**src/include/gpio_cfg_defines.svh**
```systemverilog
// Pad config subsystem constants: pad count, chain width, bus widths, pad reset values
`ifndef GPIO_CFG_DEFINES_SVH
`define GPIO_CFG_DEFINES_SVH

`define NUM_PADS       4                                  // Cells in the chain
`define PAD_CTRL_BITS  13                                 // Config bits per pad
`define CHAIN_BITS     (`NUM_PADS * `PAD_CTRL_BITS)       // Flattened pad_ctrl width

`define WB_DAT_W       32                                 // Bus data width
`define WB_ADR_W       2                                  // Word address, selects the pad

// Pad field reset values, input only with output disabled
`define HOLD_INIT      1'b0                               // No holdover latch
`define SLOW_INIT      1'b0                               // Fast slew
`define TRIP_INIT      1'b0                               // CMOS trip point
`define IB_INIT        1'b0                               // CMOS input buffer
`define IENB_INIT      1'b0                               // Input enabled
`define OENB_INIT      1'b1                               // Output disabled
`define DM_INIT        3'b001                             // Drive mode input only
`define AENA_INIT      1'b0                               // Digital path
`define ASEL_INIT      1'b0                               // Don't care, analog off
`define APOL_INIT      1'b0                               // Don't care, analog off
`define MGMT_INIT      1'b1                               // Management owns the pad

`endif
```
**src/design/gpio_cfg_pkg.sv**
```systemverilog
// Pad config package: pad configuration word layout and bus owner type
`include "gpio_cfg_defines.svh"

package gpio_cfg_pkg;

    // Pad word, first field is the MSB of the packed struct
    typedef struct packed {
        logic [2:0] dm;          // Bits 12:10, drive mode
        logic       vtrip_sel;   // Bit 9
        logic       slow_sel;    // Bit 8
        logic       ana_pol;     // Bit 7
        logic       ana_sel;     // Bit 6
        logic       ana_en;      // Bit 5
        logic       ib_mode_sel; // Bit 4
        logic       inenb;       // Bit 3, input disable
        logic       holdover;    // Bit 2
        logic       outenb;      // Bit 1, output disable
        logic       mgmt_ena;    // Bit 0, management owns pad
    } pad_cfg_t;

    // Which master currently holds the RAM bus
    typedef enum logic {
        OWNER_HOST   = 1'b0,     // External host
        OWNER_LOADER = 1'b1      // Chain loader
    } wb_owner_t;

endpackage

```
**src/design/wb_bus_if.sv**
```systemverilog
// Wishbone classic bus bundle with master and slave views
`timescale 1ns/1ps
`include "gpio_cfg_defines.svh"

interface wb_bus_if;

    logic                 cyc;    // Cycle in progress
    logic                 stb;    // Transfer strobe
    logic                 we;     // Write when high
    logic [`WB_ADR_W-1:0] adr;    // Word address
    logic [`WB_DAT_W-1:0] dat_w;  // Master to slave data
    logic [`WB_DAT_W-1:0] dat_r;  // Slave to master data
    logic                 ack;    // One cycle transfer done

    modport master (
        output cyc, stb, we, adr, dat_w,
        input  dat_r, ack
    );

    modport slave (
        input  cyc, stb, we, adr, dat_w,
        output dat_r, ack
    );

endinterface

```
**src/design/gpio_cfg_top.sv**
```systemverilog
// Pad config subsystem top: host port, arbiter, config RAM, loader, cell chain
`timescale 1ns/1ps
`include "gpio_cfg_defines.svh"

module gpio_cfg_top (
    input  logic                   load_data,
    input  logic                   int_reset,
    input  logic                   wb_cyc,          // Host Wishbone
    input  logic                   wb_stb,
    input  logic                   wb_we,
    input  logic [`WB_ADR_W-1:0]   wb_adr,
    input  logic [`WB_DAT_W-1:0]   wb_dat_w,
    output logic [`WB_DAT_W-1:0]   wb_dat_r,
    output logic                   wb_ack,
    input  logic                   apply,           // Start chain load
    output logic                   busy,
    input  logic [`NUM_PADS-1:0]   mgmt_gpio_out,   // Management side
    input  logic [`NUM_PADS-1:0]   mgmt_gpio_oeb,
    output logic [`NUM_PADS-1:0]   mgmt_gpio_in,
    input  logic [`NUM_PADS-1:0]   user_gpio_out,   // User side
    input  logic [`NUM_PADS-1:0]   user_gpio_oeb,
    output logic [`NUM_PADS-1:0]   user_gpio_in,
    output logic [`NUM_PADS-1:0]   pad_gpio_out,    // Pad side
    output logic [`NUM_PADS-1:0]   pad_gpio_outenb,
    input  logic [`NUM_PADS-1:0]   pad_gpio_in,
    output logic [`CHAIN_BITS-1:0] pad_ctrl         // Pad k in slice k
);

    wb_bus_if host_bus ();
    wb_bus_if loader_bus ();
    wb_bus_if ram_bus ();

    logic                serial_data;  // Loader into cell 0
    logic                shift_en;
    logic                load;
    logic [`NUM_PADS:0]  chain;        // Bit k feeds cell k, top bit is chain end

    // Host ports onto the internal bus
    assign host_bus.cyc   = wb_cyc;
    assign host_bus.stb   = wb_stb;
    assign host_bus.we    = wb_we;
    assign host_bus.adr   = wb_adr;
    assign host_bus.dat_w = wb_dat_w;
    assign wb_dat_r       = host_bus.dat_r;
    assign wb_ack         = host_bus.ack;

    assign chain[0] = serial_data;

    wb_arbiter u_arbiter (
        .load_data (load_data),
        .int_reset (int_reset),
        .host      (host_bus.slave),
        .loader    (loader_bus.slave),
        .mem       (ram_bus.master)
    );

    cfg_ram u_ram (
        .load_data (load_data),
        .int_reset (int_reset),
        .bus       (ram_bus.slave)
    );

    chain_loader u_loader (
        .load_data   (load_data),
        .int_reset   (int_reset),
        .apply       (apply),
        .busy        (busy),
        .bus         (loader_bus.master),
        .serial_data (serial_data),
        .shift_en    (shift_en),
        .load        (load)
    );

    for (genvar k = 0; k < `NUM_PADS; k++) begin : g_cell
        gpio_control_block u_cell (
            .load_data       (load_data),
            .int_reset       (int_reset),
            .serial_in       (chain[k]),
            .shift_en        (shift_en),
            .load            (load),
            .serial_out      (chain[k+1]),
            .mgmt_gpio_out   (mgmt_gpio_out[k]),
            .mgmt_gpio_oeb   (mgmt_gpio_oeb[k]),
            .mgmt_gpio_in    (mgmt_gpio_in[k]),
            .user_gpio_out   (user_gpio_out[k]),
            .user_gpio_oeb   (user_gpio_oeb[k]),
            .user_gpio_in    (user_gpio_in[k]),
            .pad_gpio_out    (pad_gpio_out[k]),
            .pad_gpio_outenb (pad_gpio_outenb[k]),
            .pad_gpio_in     (pad_gpio_in[k]),
            .pad_cfg         (pad_ctrl[k*`PAD_CTRL_BITS +: `PAD_CTRL_BITS])
        );
    end

endmodule

```
**src/design/gpio_control_block.sv**
```systemverilog
// GPIO pad cell: serial shift stage, latched pad config, management/user steering
`timescale 1ns/1ps
`include "gpio_cfg_defines.svh"

module gpio_control_block (
    input  logic                   load_data,
    input  logic                   int_reset,
    input  logic                   serial_in,       // From previous cell
    input  logic                   shift_en,        // Advance shift stage
    input  logic                   load,            // Latch shift stage
    output logic                   serial_out,      // To next cell
    input  logic                   mgmt_gpio_out,   // Management to pad
    input  logic                   mgmt_gpio_oeb,   // Management output disable
    output logic                   mgmt_gpio_in,    // Pad to management
    input  logic                   user_gpio_out,   // User to pad
    input  logic                   user_gpio_oeb,   // User output disable
    output logic                   user_gpio_in,    // Pad to user
    output logic                   pad_gpio_out,    // Pad output data
    output logic                   pad_gpio_outenb, // Pad output disable
    input  logic                   pad_gpio_in,     // Pad input data
    output gpio_cfg_pkg::pad_cfg_t pad_cfg          // Latched config
);

    logic [`PAD_CTRL_BITS-1:0] shift_q; // Serial stage

    always_ff @(posedge load_data or posedge int_reset) begin
        if (int_reset) begin
            shift_q <= '0;
        end else if (shift_en) begin
            shift_q <= {shift_q[`PAD_CTRL_BITS-2:0], serial_in}; // MSB leaves first
        end
    end

    assign serial_out = shift_q[`PAD_CTRL_BITS-1];

    always_ff @(posedge load_data or posedge int_reset) begin
        if (int_reset) begin
            pad_cfg.mgmt_ena    <= `MGMT_INIT;  // Management control at start
            pad_cfg.outenb      <= `OENB_INIT;
            pad_cfg.holdover    <= `HOLD_INIT;
            pad_cfg.inenb       <= `IENB_INIT;
            pad_cfg.ib_mode_sel <= `IB_INIT;
            pad_cfg.ana_en      <= `AENA_INIT;
            pad_cfg.ana_sel     <= `ASEL_INIT;
            pad_cfg.ana_pol     <= `APOL_INIT;
            pad_cfg.slow_sel    <= `SLOW_INIT;
            pad_cfg.vtrip_sel   <= `TRIP_INIT;
            pad_cfg.dm          <= `DM_INIT;
        end else if (load) begin
            pad_cfg <= shift_q;                 // All cells latch together
        end
    end

    // Owner side drives the pad
    assign pad_gpio_out    = pad_cfg.mgmt_ena ? mgmt_gpio_out : user_gpio_out;
    assign pad_gpio_outenb = pad_cfg.mgmt_ena ? mgmt_gpio_oeb : user_gpio_oeb;

    // Side without control reads zero
    assign mgmt_gpio_in = pad_cfg.mgmt_ena ? pad_gpio_in : 1'b0;
    assign user_gpio_in = pad_cfg.mgmt_ena ? 1'b0 : pad_gpio_in;

endmodule

```
**src/design/chain_loader.sv**
```systemverilog
// Chain loader: reads every pad word over Wishbone, shifts it into the chain, pulses load
`timescale 1ns/1ps
`include "gpio_cfg_defines.svh"

module chain_loader (
    input  logic     load_data,
    input  logic     int_reset,
    input  logic     apply,        // Start a chain load
    output logic     busy,         // Load in progress
    wb_bus_if.master bus,          // Read port toward arbiter
    output logic     serial_data,  // Into cell 0
    output logic     shift_en,     // Chain advances one bit
    output logic     load          // All cells latch
);

    typedef enum logic [1:0] {
        ST_IDLE,
        ST_READ,
        ST_SHIFT,
        ST_LATCH
    } state_t;

    state_t                  state_q;
    logic [`WB_ADR_W-1:0]    pad_cnt;   // Pad being read, counts down
    logic [3:0]              bit_cnt;   // Bits shifted of current word
    gpio_cfg_pkg::pad_cfg_t  word_q;    // Word being shifted out

    always_ff @(posedge load_data or posedge int_reset) begin
        if (int_reset) begin
            state_q <= ST_IDLE;
            pad_cnt <= '0;
            bit_cnt <= '0;
        end else begin
            case (state_q)
                ST_IDLE: begin
                    if (apply) begin
                        state_q <= ST_READ;
                        pad_cnt <= `WB_ADR_W'(`NUM_PADS - 1); // Last pad goes first
                    end
                end
                ST_READ: begin
                    if (bus.ack) begin
                        state_q <= ST_SHIFT;
                        bit_cnt <= '0;
                    end
                end
                ST_SHIFT: begin
                    bit_cnt <= bit_cnt + 4'd1;
                    if (bit_cnt == 4'(`PAD_CTRL_BITS - 1)) begin
                        if (pad_cnt == '0) begin
                            state_q <= ST_LATCH;   // Whole chain filled
                        end else begin
                            state_q <= ST_READ;
                            pad_cnt <= pad_cnt - 1'b1;
                        end
                    end
                end
                default: begin
                    state_q <= ST_IDLE;            // Latch lasts one cycle
                end
            endcase
        end
    end

    // Word capture and MSB-first shift
    always_ff @(posedge load_data) begin
        if (state_q == ST_READ && bus.ack) begin
            word_q <= bus.dat_r[`PAD_CTRL_BITS-1:0];
        end else if (state_q == ST_SHIFT) begin
            word_q <= {word_q[`PAD_CTRL_BITS-2:0], 1'b0};
        end
    end

    assign busy        = (state_q != ST_IDLE);    // Apply while busy ignored
    assign shift_en    = (state_q == ST_SHIFT);
    assign load        = (state_q == ST_LATCH);
    assign serial_data = word_q[`PAD_CTRL_BITS-1];

    // Read only master
    assign bus.cyc   = (state_q == ST_READ);
    assign bus.stb   = (state_q == ST_READ);
    assign bus.we    = 1'b0;
    assign bus.adr   = pad_cnt;
    assign bus.dat_w = '0;

endmodule

```
**src/design/cfg_ram.sv**
```systemverilog
// Config RAM, Wishbone slave with one 13-bit word per pad
`timescale 1ns/1ps
`include "gpio_cfg_defines.svh"

module cfg_ram (
    input  logic    load_data,
    input  logic    int_reset,
    wb_bus_if.slave bus
);

    logic [`PAD_CTRL_BITS-1:0] words [`NUM_PADS];  // One word per pad
    logic                      ack_q;              // Registered ack
    logic                      req;                // New transfer seen

    // No new request in the ack cycle, keeps ack to one cycle
    assign req = bus.cyc && bus.stb && !ack_q;

    always_ff @(posedge load_data or posedge int_reset) begin
        if (int_reset) begin
            ack_q <= 1'b0;
            for (int i = 0; i < `NUM_PADS; i++) begin
                words[i] <= '0;                    // Contents start at zero
            end
        end else begin
            ack_q <= req;
            if (req && bus.we) begin
                words[bus.adr] <= bus.dat_w[`PAD_CTRL_BITS-1:0]; // Upper bits dropped
            end
        end
    end

    assign bus.ack = ack_q;

    // Address held until ack, so data is valid with ack
    assign bus.dat_r = {{(`WB_DAT_W - `PAD_CTRL_BITS){1'b0}}, words[bus.adr]};

endmodule

```
**src/design/wb_arbiter.sv**
```systemverilog
// Two-master Wishbone arbiter, host first, grant held for the whole cycle
`timescale 1ns/1ps
`include "gpio_cfg_defines.svh"

module wb_arbiter (
    input  logic     load_data,
    input  logic     int_reset,
    wb_bus_if.slave  host,       // External host master
    wb_bus_if.slave  loader,     // Chain loader master
    wb_bus_if.master mem         // Toward config RAM
);

    gpio_cfg_pkg::wb_owner_t owner_q;   // Last granted master
    gpio_cfg_pkg::wb_owner_t grant;     // Grant this cycle
    logic                    owner_cyc; // Current owner still in a cycle

    assign owner_cyc = (owner_q == gpio_cfg_pkg::OWNER_HOST) ? host.cyc : loader.cyc;

    // Grant is combinational so no cycle is added
    always_comb begin
        if (owner_cyc) begin
            grant = owner_q;                       // Hold through the cycle
        end else if (host.cyc) begin
            grant = gpio_cfg_pkg::OWNER_HOST;      // Host wins on free bus
        end else if (loader.cyc) begin
            grant = gpio_cfg_pkg::OWNER_LOADER;
        end else begin
            grant = owner_q;                       // Idle, keep last
        end
    end

    always_ff @(posedge load_data or posedge int_reset) begin
        if (int_reset) begin
            owner_q <= gpio_cfg_pkg::OWNER_HOST;
        end else begin
            owner_q <= grant;                      // Only moves when owner idle
        end
    end

    // Request mux toward the RAM
    always_comb begin
        if (grant == gpio_cfg_pkg::OWNER_HOST) begin
            mem.cyc   = host.cyc;
            mem.stb   = host.stb;
            mem.we    = host.we;
            mem.adr   = host.adr;
            mem.dat_w = host.dat_w;
        end else begin
            mem.cyc   = loader.cyc;
            mem.stb   = loader.stb;
            mem.we    = loader.we;
            mem.adr   = loader.adr;
            mem.dat_w = loader.dat_w;
        end
    end

    // Loser sees no ack and stalls
    assign host.ack     = mem.ack && (grant == gpio_cfg_pkg::OWNER_HOST);
    assign loader.ack   = mem.ack && (grant == gpio_cfg_pkg::OWNER_LOADER);
    assign host.dat_r   = (grant == gpio_cfg_pkg::OWNER_HOST) ? mem.dat_r : '0;
    assign loader.dat_r = (grant == gpio_cfg_pkg::OWNER_LOADER) ? mem.dat_r : '0;

endmodule

```
**config.mk**
```make
export PLATFORM = sky130hd
export DESIGN_NAME = gpio_cfg_top
export DESIGN_NICKNAME = d
export VERILOG_FILES = /design/src/design/gpio_cfg_pkg.sv /design/src/design/wb_bus_if.sv /design/src/design/gpio_cfg_top.sv /design/src/design/gpio_control_block.sv /design/src/design/chain_loader.sv /design/src/design/cfg_ram.sv /design/src/design/wb_arbiter.sv
export VERILOG_INCLUDE_DIRS = /design/src /design/src/include
export SDC_FILE = /design/constraint.sdc
export NUM_CORES = 1
export LEC_CHECK = 0
export ABC_AREA = 1
export BUFFER_PORTS_ARGS = -buffer_cell sky130_fd_sc_hd__buf_2
export CAP_MARGIN = 5
export CORE_UTILIZATION = 41
export CTS_CLUSTER_DIAMETER = 50
export DETAILED_ROUTE_END_ITERATION = 12
export PLACE_DENSITY = 0.6
export SYNTH_ARGS = -nofsm -noshare
export SYNTH_HDL_FRONTEND = slang
export SYNTH_HIERARCHICAL = 1
export SYNTH_SLANG_ARGS = --single-unit
export TNS_END_PERCENT = 20
```
**constraint.sdc**
```tcl
create_clock -name load_data -period 2.8 [get_ports load_data]
set_clock_uncertainty 0.15 [all_clocks]
set_input_delay 0 -clock load_data [delete_from_list [all_inputs] [get_ports load_data]]
set_output_delay 0 -clock load_data [all_outputs]
set_load 0.05 [all_outputs]
```
==> results_dict.tcl, run 1 <==
set metrics [dict create \
    grt_pass1_wl_um 31800 \
    syn_inst 1105 \
    worst_ep_arrival_time_ns 2.51 \
    place.gp.congestion 0.790 \
    reg2reg_from "u_loader/state_q[1]" \
    cts_root_buffer "clkbuf_16" \
    grt_max_degree 38 \
    antenna_found_initial 1 \
    regToRegSetupSlack_ns 0.37 \
    ios 162 \
    relSlewSlack 0.341 \
    finish.utilization 0.495 \
    grt_overflow 0 \
    via_per_inst 4.58 \
    nets 1299 \
    drt_drc_violations_left 0 \
    crit_top_cell "nand2_1" \
    cp_max_fo 14 \
    grt_pass1_vias 6368 \
    fmax_mhz 376 \
    dp_hpwl_um 13100 \
    numCtsBuffers 17 \
    port-buffer-count 123 \
    startpoint_type "flip-flop" \
    path_clk_slew_ns 0.07 \
    die_x_um 149 \
    worstMarginPinSlew_ns 0.987 \
    vias 6980 \
    wire_per_inst_um 13.1 \
    htree_levels 4 \
    hold_violations 0 \
    syn_area_um2 8850 \
    reg2regPathDepth 12 \
    drive_gt1_frac 0.209 \
    fin_tns_setup_ns 0 \
    place_area_um2 9490 \
    final_cell_area_um2 10400 \
    ys_warn_count 6 \
    worstSetupEndpointType "output port" \
    num_rows 53 \
    worst-setup-path-type "reg -> out" \
    max_stage_delay_ns 0.46 \
    cts_buffer_depth 2 \
    layout_min_cycle_time_ns 2.66 \
    clk_latency_ns 0.42 \
    crit_slowest_cell "dfrtp_2" \
    worst_ir_drop_vdd_v 0.000599 \
    wl_um 20000 \
    total_leakage_power_nw 5.76 \
    status "finished, final reports clean" \
    synth_area_per_cell_um2 8.01 \
    path_cells "inv_4 -> nand2_1 -> inv_2 -> nand2_1 -> nand2_4 -> nand3_1 -> nand2_4 -> inv_2 -> nor2_4 -> buf_12 -> nand2_1 -> nand4_1 -> inv_1 -> nor2_1 -> buf_6" \
    slew_viol_final 0 \
    ant_nets 0 \
    setup_violations 0 \
    drv_cap 0 \
    fp.dieH_um 149 \
    drt-initial-drc-count 444 \
    first_pass_iters 5 \
    grt_usage 0.182 \
    syn2layout_area_growth_pct 18.0 \
    cts_sinks 179 \
    final.period_utilization 0.950 \
    hold_class "in -> async" \
    hold_slack_ns 0.0301 \
    reg2reg_to "u_ram/words[1]" \
    die_area_um2 22200 \
    core-area_um2 21100 \
    crit_required_ns 2.65 \
    powerDensity_nw_per_um2 1050 \
    start_util 0.420 \
    cts_tree "yes" \
]
critical path, delay by kind of cell (launching register included):
family / cells / cell delay [ns]
and+or+nand+nor: 9 / 0.98
buffers and inverters: 6 / 0.63
DFF: 1 / 0.46
worst max path at each step:
stage,from,end,slack [ns],cells after the start
2_1_floorplan,u_loader/state_q[1],wb_dat_r[4],-0.03,15
3_3_place_gp,u_loader/state_q[1],u_ram/words[37],0.32,15
3_5_place_dp,u_loader/state_q[1],u_ram/words[30],0.30,15
4_1_cts,u_loader/state_q[1],wb_dat_r[2],0.009,15
5_1_grt,u_loader/state_q[1],wb_dat_r[8],-0.03,15
6_report,u_loader/state_q[1],wb_dat_r[7],0.14,15
through the flow:
step,instances,setup WS (ns),total power (W)
2_1_floorplan,1136,-0.0281,0.00729
3_3_place_gp,1468,0.321,0.00818
3_5_place_dp,1468,0.297,0.00824
4_1_cts,1516,0.00938,0.0107
5_1_grt,1525,-0.0282,0.0117
6_report,1525,0.140,0.0110
where the power goes:
| part | internal [W] | switching (W) | leakage (nW) |
|---|---|---|---|
| clock network | 0.00127 | 0.00110 | 0.287 |
| logic | 0.00145 | 0.00366 | 3.16 |
| registers | 0.00319 | 0.000311 | 2.31 |
cell usage in the layout, fill, tap and decap left out, drive strengths merged, types with 12 or more instances in the layout:
master	count
nor2	58
nand3	30
dfrtp	154
clkbuf	23
dfstp	12
edfxtp	13
nand2	565
conb	33
o21ai	15
buf	150
dlygate4sd3	16
nand4	68
inv	98
flip-flops by register name, summed over array words and instances, names as in the netlist:
signal and flops:
g_cell.u_cell/pad_cfg 52, g_cell.u_cell/shift_q 52, u_ram/words 52, u_loader/word_q 12, u_loader/bit_cnt 4, u_loader/bus.adr 2
u_loader/state_q 2, u_arbiter/owner_q 1, u_loader/serial_data 1, u_ram/bus.ack 1
layout make-up:
class | count | area (µm²)
inverter | 88 | 333
sequential | 179 | 4560
multi-input combinational | 778 | 3430
clock inverter | 15 | 158
tap | 275 | 344
antenna | 1 | 2.50
fill | 2114 | 10600
timing repair buffer | 172 | 1190
clock buffer | 17 | 425
routing by layer:
layer | global-route usage | vias to the layer above | routed length [µm]
li1 | - | 3617 | -
met2 | 0.291 | 157 | 9570
met1 | 0.248 | 3185 | 9200
met3 | 0.0303 | 21 | 880
met4 | 0.0699 | 0 | 341
met5 | 0 | - | 0
repair_timing:
item,4_1_cts,5_1_grt
cloned,0,3
hold endpoints to repair,210,0
pin swaps,0,5
endpoints found under the setup margin,12,13
buffers inserted,0,5
resized for setup,10,24
hold buffers,16,0
Power figures use the tool's default switching activity.
==> inputs of run 2 (changes only) <==
Settings changed: CORE_UTILIZATION 41 to 50, PLACE_DENSITY 0.6 to 0.71.
Clock period 2.8 ns to 3.3 ns, I/O delays scaled along.
==> run 2 against run 1 <==
Compared with the run above:
- clock power down 5%
- die area down 18%
- flip-flop and latch count unchanged
- via count up 2.6%
- register-to-register slack better by 0.06 ns
- critical endpoint is now wb_dat_r[5]
- largest cell class unchanged
- largest power group unchanged
==> results_dict.tcl, run 2 (synthesis gave the netlist of run 1 again) <==
set metrics [dict create \
    status "finished, final reports clean" \
    grt_util_met3 0.0420 \
    met1_usage 0.281 \
    grt_pass1_wl_um 30900 \
    grt_pass1_vias 6460 \
    grtUsageMet2 0.358 \
    final_common_cell "nand2_1" \
    regToRegSetupSlack_ns 0.43 \
    layout_common_cells "nand2_1, dfrtp_1, buf_2" \
    die_area_um2 18200 \
    fmax_mhz 333 \
    slew_viol_final 0 \
    drt-initial-drc-count 461 \
    grt_usage 0.215 \
    ant_nets 0 \
    startpoint_type "flip-flop" \
    hold_class "in -> async" \
    setup_violations 0 \
    die_x_um 135 \
    wire_per_inst_um 12.8 \
    start_util 0.512 \
    vias 7160 \
    rsz0062_at_grt "no" \
    fin_ws_ns 0.296 \
    total_leakage_power_nw 5.69 \
    core-area_um2 17300 \
    worst-setup-path-type "reg -> out" \
    cts_root_buffer "clkbuf_16" \
    hold_violations 0 \
    worst_ir_drop_vdd_v 0.000605 \
    dp_hpwl_um 12500 \
    path_clk_slew_ns 0.07 \
    cp_max_fo 27 \
    reg.largest.list "g_cell.u_cell/pad_cfg (52), g_cell.u_cell/shift_q (52), u_ram/words (52)" \
    drive_gt1_frac 0.194 \
    num_rows 48 \
    nets 1284 \
    worst_ep_arrival_time_ns 2.85 \
    first_pass_iters 5 \
    place.gp.congestion 0.821 \
    cts_buffer_depth 2 \
    grt_max_degree 54 \
    drv_cap 0 \
    cts_sinks 179 \
    worstMarginPinSlew_ns 1.10 \
    dp_slack_ns 0.252 \
    antenna_found_initial 1 \
    fin_tns_setup_ns 0 \
    final.period_utilization 0.910 \
    cts_tree "yes" \
    syn2layout_area_growth_pct 15.5 \
    max_stage_delay_ns 0.46 \
    wl_um 18700 \
    drt_drc_violations_left 0 \
    grt_overflow 0 \
    htree_levels 4 \
    powerDensity_nw_per_um2 895 \
    port-buffer-count 123 \
    hold_slack_ns 0.0150 \
    crit_required_ns 3.15 \
    numCtsBuffers 17 \
    relSlewSlack 0.264 \
    clk_latency_ns 0.43 \
    via_per_inst 4.90 \
    reg2regPathDepth 13 \
    layout_min_cycle_time_ns 3.00 \
    worstSetupEndpointType "output port" \
    ios 162 \
    busiest_layer "met2" \
    fp.dieH_um 135 \
    filler_cell_count 1572 \
    crit_slowest_cell "dfrtp_2" \
    path_cells "inv_4 -> nand2_1 -> inv_1 -> inv_1 -> nand2_2 -> nand2_8 -> nand2_1 -> nand2_2 -> nor2_2 -> buf_12 -> nand2_1 -> nand4_1 -> inv_1 -> nor2_1 -> buf_2" \
]
run 2: cell types whose count changed in the layout (fill, tap and decap cells not counted), moves of 3 or more:
cell       before  now
inv_8           4    0
buf_6           7    0
nor2_1         49   53
nand2_4         7    3
nand2_2         7   10
clkbuf_16      20   17
buf_2         111  119
inv_6           6    3
buf_4          27   16
bufinv_16       1    5
nor2_2          4    1
run 2: critical path, delay by kind of cell, from the launching register on:
kind | cells | cell delay (ns)
AND/OR/NAND/NOR | 9 | 1.07
flip-flops | 1 | 0.46
buffers and inverters | 6 | 0.88
run 2: cell type report:
class	count	area, µm²	share of cell area
repair buffers	157	973	0.0952
multi-input cells	778	3410	0.334
clock inverters	14	224	0.0219
flip-flops and latches	179	4560	0.446
clock buffers	18	439	0.0429
diodes	1	2.50	0.000245
well taps	225	282	0.0275
inverters	88	335	0.0328
run 2: metal layers:
| metal | wire (µm) | share of wire |
|---|---|---|
| met5 | 0 | 0 |
| met2 | 9090 | 0.49 |
| met4 | 309 | 0.017 |
| met3 | 895 | 0.048 |
| met1 | 8380 | 0.45 |
run 2: repair_timing:
item / 4_1_cts / 5_1_grt
gates resized for setup: 4 / 5
gates cloned: 0 / 0
buffers inserted: 0 / 1
endpoints found under the setup margin: 9 / 13
hold buffers: 17 / 0
pin swaps: 0 / 1
endpoints found under the hold margin: 210 / 0
run 2: per-stage QoR:
stage | area, µm² | utilization | cells | total power [W]
finish | 10200 | 0.591 | 1460 | 0.00916
global route | 10200 | 0.591 | 1460 | 0.00973
detailed placement | 9360 | 0.541 | 1409 | 0.00687
floorplan | 8970 | - | 1136 | 0.00618
global placement | 9360 | 0.541 | 1409 | 0.00682
CTS | 10200 | 0.590 | 1458 | 0.00917
run 2: worst paths after layout:
kind	to	start
setup / recovery	wb_dat_r[5]	u_loader/state_q[1]
min in group load_data	u_loader/word_q[0]	wb_cyc
hold reg to reg	g_cell[0].u_cell/shift_q[0]	u_loader/serial_data
setup reg to reg	u_ram/words[46]	u_loader/state_q[1]
hold / removal	u_loader/bit_cnt[2]	int_reset
max in group asynchronous	u_ram/words[11]	int_reset
run 2: power by group:
part           switching, W  internal, W  total (W)
clock network      0.000872      0.00138    0.00225
registers          0.000261      0.00271    0.00297
logic               0.00296     0.000978    0.00394
==> inputs of run 3 (changes only) <==
Settings changed: CORE_UTILIZATION 50 to 30, PLACE_DENSITY 0.71 to 0.47.
==> run 3 against run 2 <==
Compared with the run above:
- final area up 2.2%
- core utilization fell by 23 points
- hold slack gained 0.0099 ns
- first-iteration DRC count is 7.6% higher
- flip-flop and latch count is the same
- clock-buffer cell count down 1
- clock power shrank 7%
- register-to-register slack gained 0.11 ns
- sequential share of layout area down 0.97 points
- wire length is 14% higher
==> results_dict.tcl, run 3 (synthesis gave the netlist of run 1 again) <==
set metrics [dict create \
    grt_pass1_vias 6671 \
    path_clk_slew_ns 0.07 \
    powerDensity_nw_per_um2 881 \
    drt_drc_violations_left 0 \
    num_rows 62 \
    final_common_cell "nand2_1" \
    htree_levels 4 \
    dp_hpwl_um 14300 \
    start_util 0.307 \
    wire_per_inst_um 13.2 \
    fmax_mhz 323 \
    syn2layout_area_growth_pct 18.1 \
    worst-setup-path-type "reg -> out" \
    hold_violations 0 \
    dpl.cell_count 1571 \
    place.gp.congestion 0.762 \
    via_per_inst 4.33 \
    crit_required_ns 3.15 \
    vias 7010 \
    place_area_um2 9580 \
    worst_ep_arrival_time_ns 2.95 \
    drt-initial-drc-count 496 \
    grt_overflow 0 \
    status "finished, final reports clean" \
    grt_max_degree 46 \
    filler_cell_count 3081 \
    grt_pass1_wl_um 35400 \
    max_stage_delay_ns 0.47 \
    worstSetupEndpointType "output port" \
    cts_buffer_depth 2 \
    port-buffer-count 123 \
    drv_cap 0 \
    ios 162 \
    fp.dieH_um 174 \
    antenna_found_initial 0 \
    worstMarginPinSlew_ns 1.00 \
    critPathTopFamily "buffers and inverters" \
    reg2reg_to "u_loader/word_q[2]" \
    slew_viol_final 0 \
    fin_tns_setup_ns 0 \
    startpoint_type "flip-flop" \
    regToRegSetupSlack_ns 0.54 \
    worst_ir_drop_vdd_v 0.000361 \
    n_antenna_cell 0 \
    total_leakage_power_nw 5.67 \
    path_cells "inv_6 -> nand2_1 -> inv_1 -> inv_1 -> nand2_2 -> buf_8 -> nand3_1 -> nand2_2 -> nand2_1 -> inv_4 -> buf_4 -> nand2_1 -> nand4_1 -> inv_1 -> nor2_2 -> buf_6" \
    setup_violations 0 \
    drive_gt1_frac 0.200 \
    ant_nets 0 \
    cts_sinks 179 \
    hold_class "in -> async" \
    grt_usage 0.146 \
    reg.largest.list "g_cell.u_cell/pad_cfg (52), g_cell.u_cell/shift_q (52), u_ram/words (52)" \
    relSlewSlack 0.330 \
    nets 1286 \
    cts_root_buffer "clkbuf_16" \
    final_cell_area_um2 10500 \
    die_area_um2 30200 \
    cts_tree "yes" \
    final.period_utilization 0.939 \
    wl_um 21300 \
    rsz0062_at_grt "no" \
    cp_max_fo 16 \
    crit_slowest_cell "dfrtp_2" \
    reg2reg_from "u_loader/state_q[1]" \
    finish.utilization 0.362 \
    layout_min_cycle_time_ns 3.10 \
    clk_latency_ns 0.44 \
    layout_common_cells "nand2_1, dfrtp_1, buf_2" \
    final_cells 1620 \
    path_buf_inv 8 \
    first_pass_iters 5 \
    hold_slack_ns 0.0249 \
    die_x_um 174 \
    core-area_um2 28900 \
    numCtsBuffers 17 \
    reg2regPathDepth 17 \
]
==> run 3: worst reg2reg max path, delay by kind of cell, from the launching register on <==
kind | cells | cell delay, ns
AND/OR/NAND/NOR | 8 | 0.94
buffers and inverters | 8 | 0.93
flip-flops | 1 | 0.47
AO/OA/AOI/OAI | 1 | 0.12
==> run 3: routing by layer <==
metal / GRT usage / vias to the layer above / share of wire / wire, µm
met2: 0.238 / 135 / 0.48 / 10200
met3: 0.0259 / 18 / 0.033 / 712
met4: 0.0409 / 0 / 0.013 / 278
met1: 0.197 / 3263 / 0.48 / 10200
met5: 0 / - / 0 / 0
li1: - / 3594 / - / -
==> run 3: worst max-delay path by stage <==
stage | startpoint | slack, ns | end | cells after the start
2_1_floorplan | u_loader/state_q[1] | 0.47 | wb_dat_r[2] | 15
3_3_place_gp | u_loader/state_q[1] | 0.35 | u_loader/word_q[1] | 10
3_5_place_dp | u_loader/state_q[1] | 0.32 | u_loader/word_q[1] | 10
4_1_cts | u_loader/state_q[1] | 0.02 | wb_dat_r[7] | 16
5_1_grt | u_loader/state_q[1] | 0.02 | wb_dat_r[4] | 16
6_report | u_loader/state_q[1] | 0.20 | wb_dat_r[7] | 16
==> run 3: layout make-up <==
| type | instances | area (µm²) | area share |
|---|---|---|---|
| clock buffer | 17 | 425 | 0.0407 |
| clock inverter | 15 | 205 | 0.0196 |
| inverter | 88 | 338 | 0.0323 |
| multi-input combinational | 778 | 3420 | 0.327 |
| sequential | 179 | 4560 | 0.436 |
| tap | 384 | 480 | 0.0459 |
| timing repair buffer | 159 | 1020 | 0.0980 |
==> run 3: power by group <==
group          switching [W]  leakage (nW)  internal (W)
registers           0.000264          2.31       0.00271
clock network        0.00105         0.291       0.00105
logic                0.00309          3.06       0.00105
total                0.00441          5.67       0.00481
==> run 3: what timing repair did <==
item	CTS	global route
endpoints found under the setup margin	7	13
setup buffers	0	1
pin swaps	0	1
endpoints found under the hold margin	189	0
gates cloned	0	0
gates resized for setup	7	20
hold buffers	16	0
==> run 3: metrics by stage <==
stage,worst slack [ns],total power [W]
2_1_floorplan,0.472,0.00618
3_3_place_gp,0.350,0.00702
3_5_place_dp,0.322,0.00703
4_1_cts,0.0175,0.00922
5_1_grt,0.0163,0.00984
6_report,0.201,0.00921
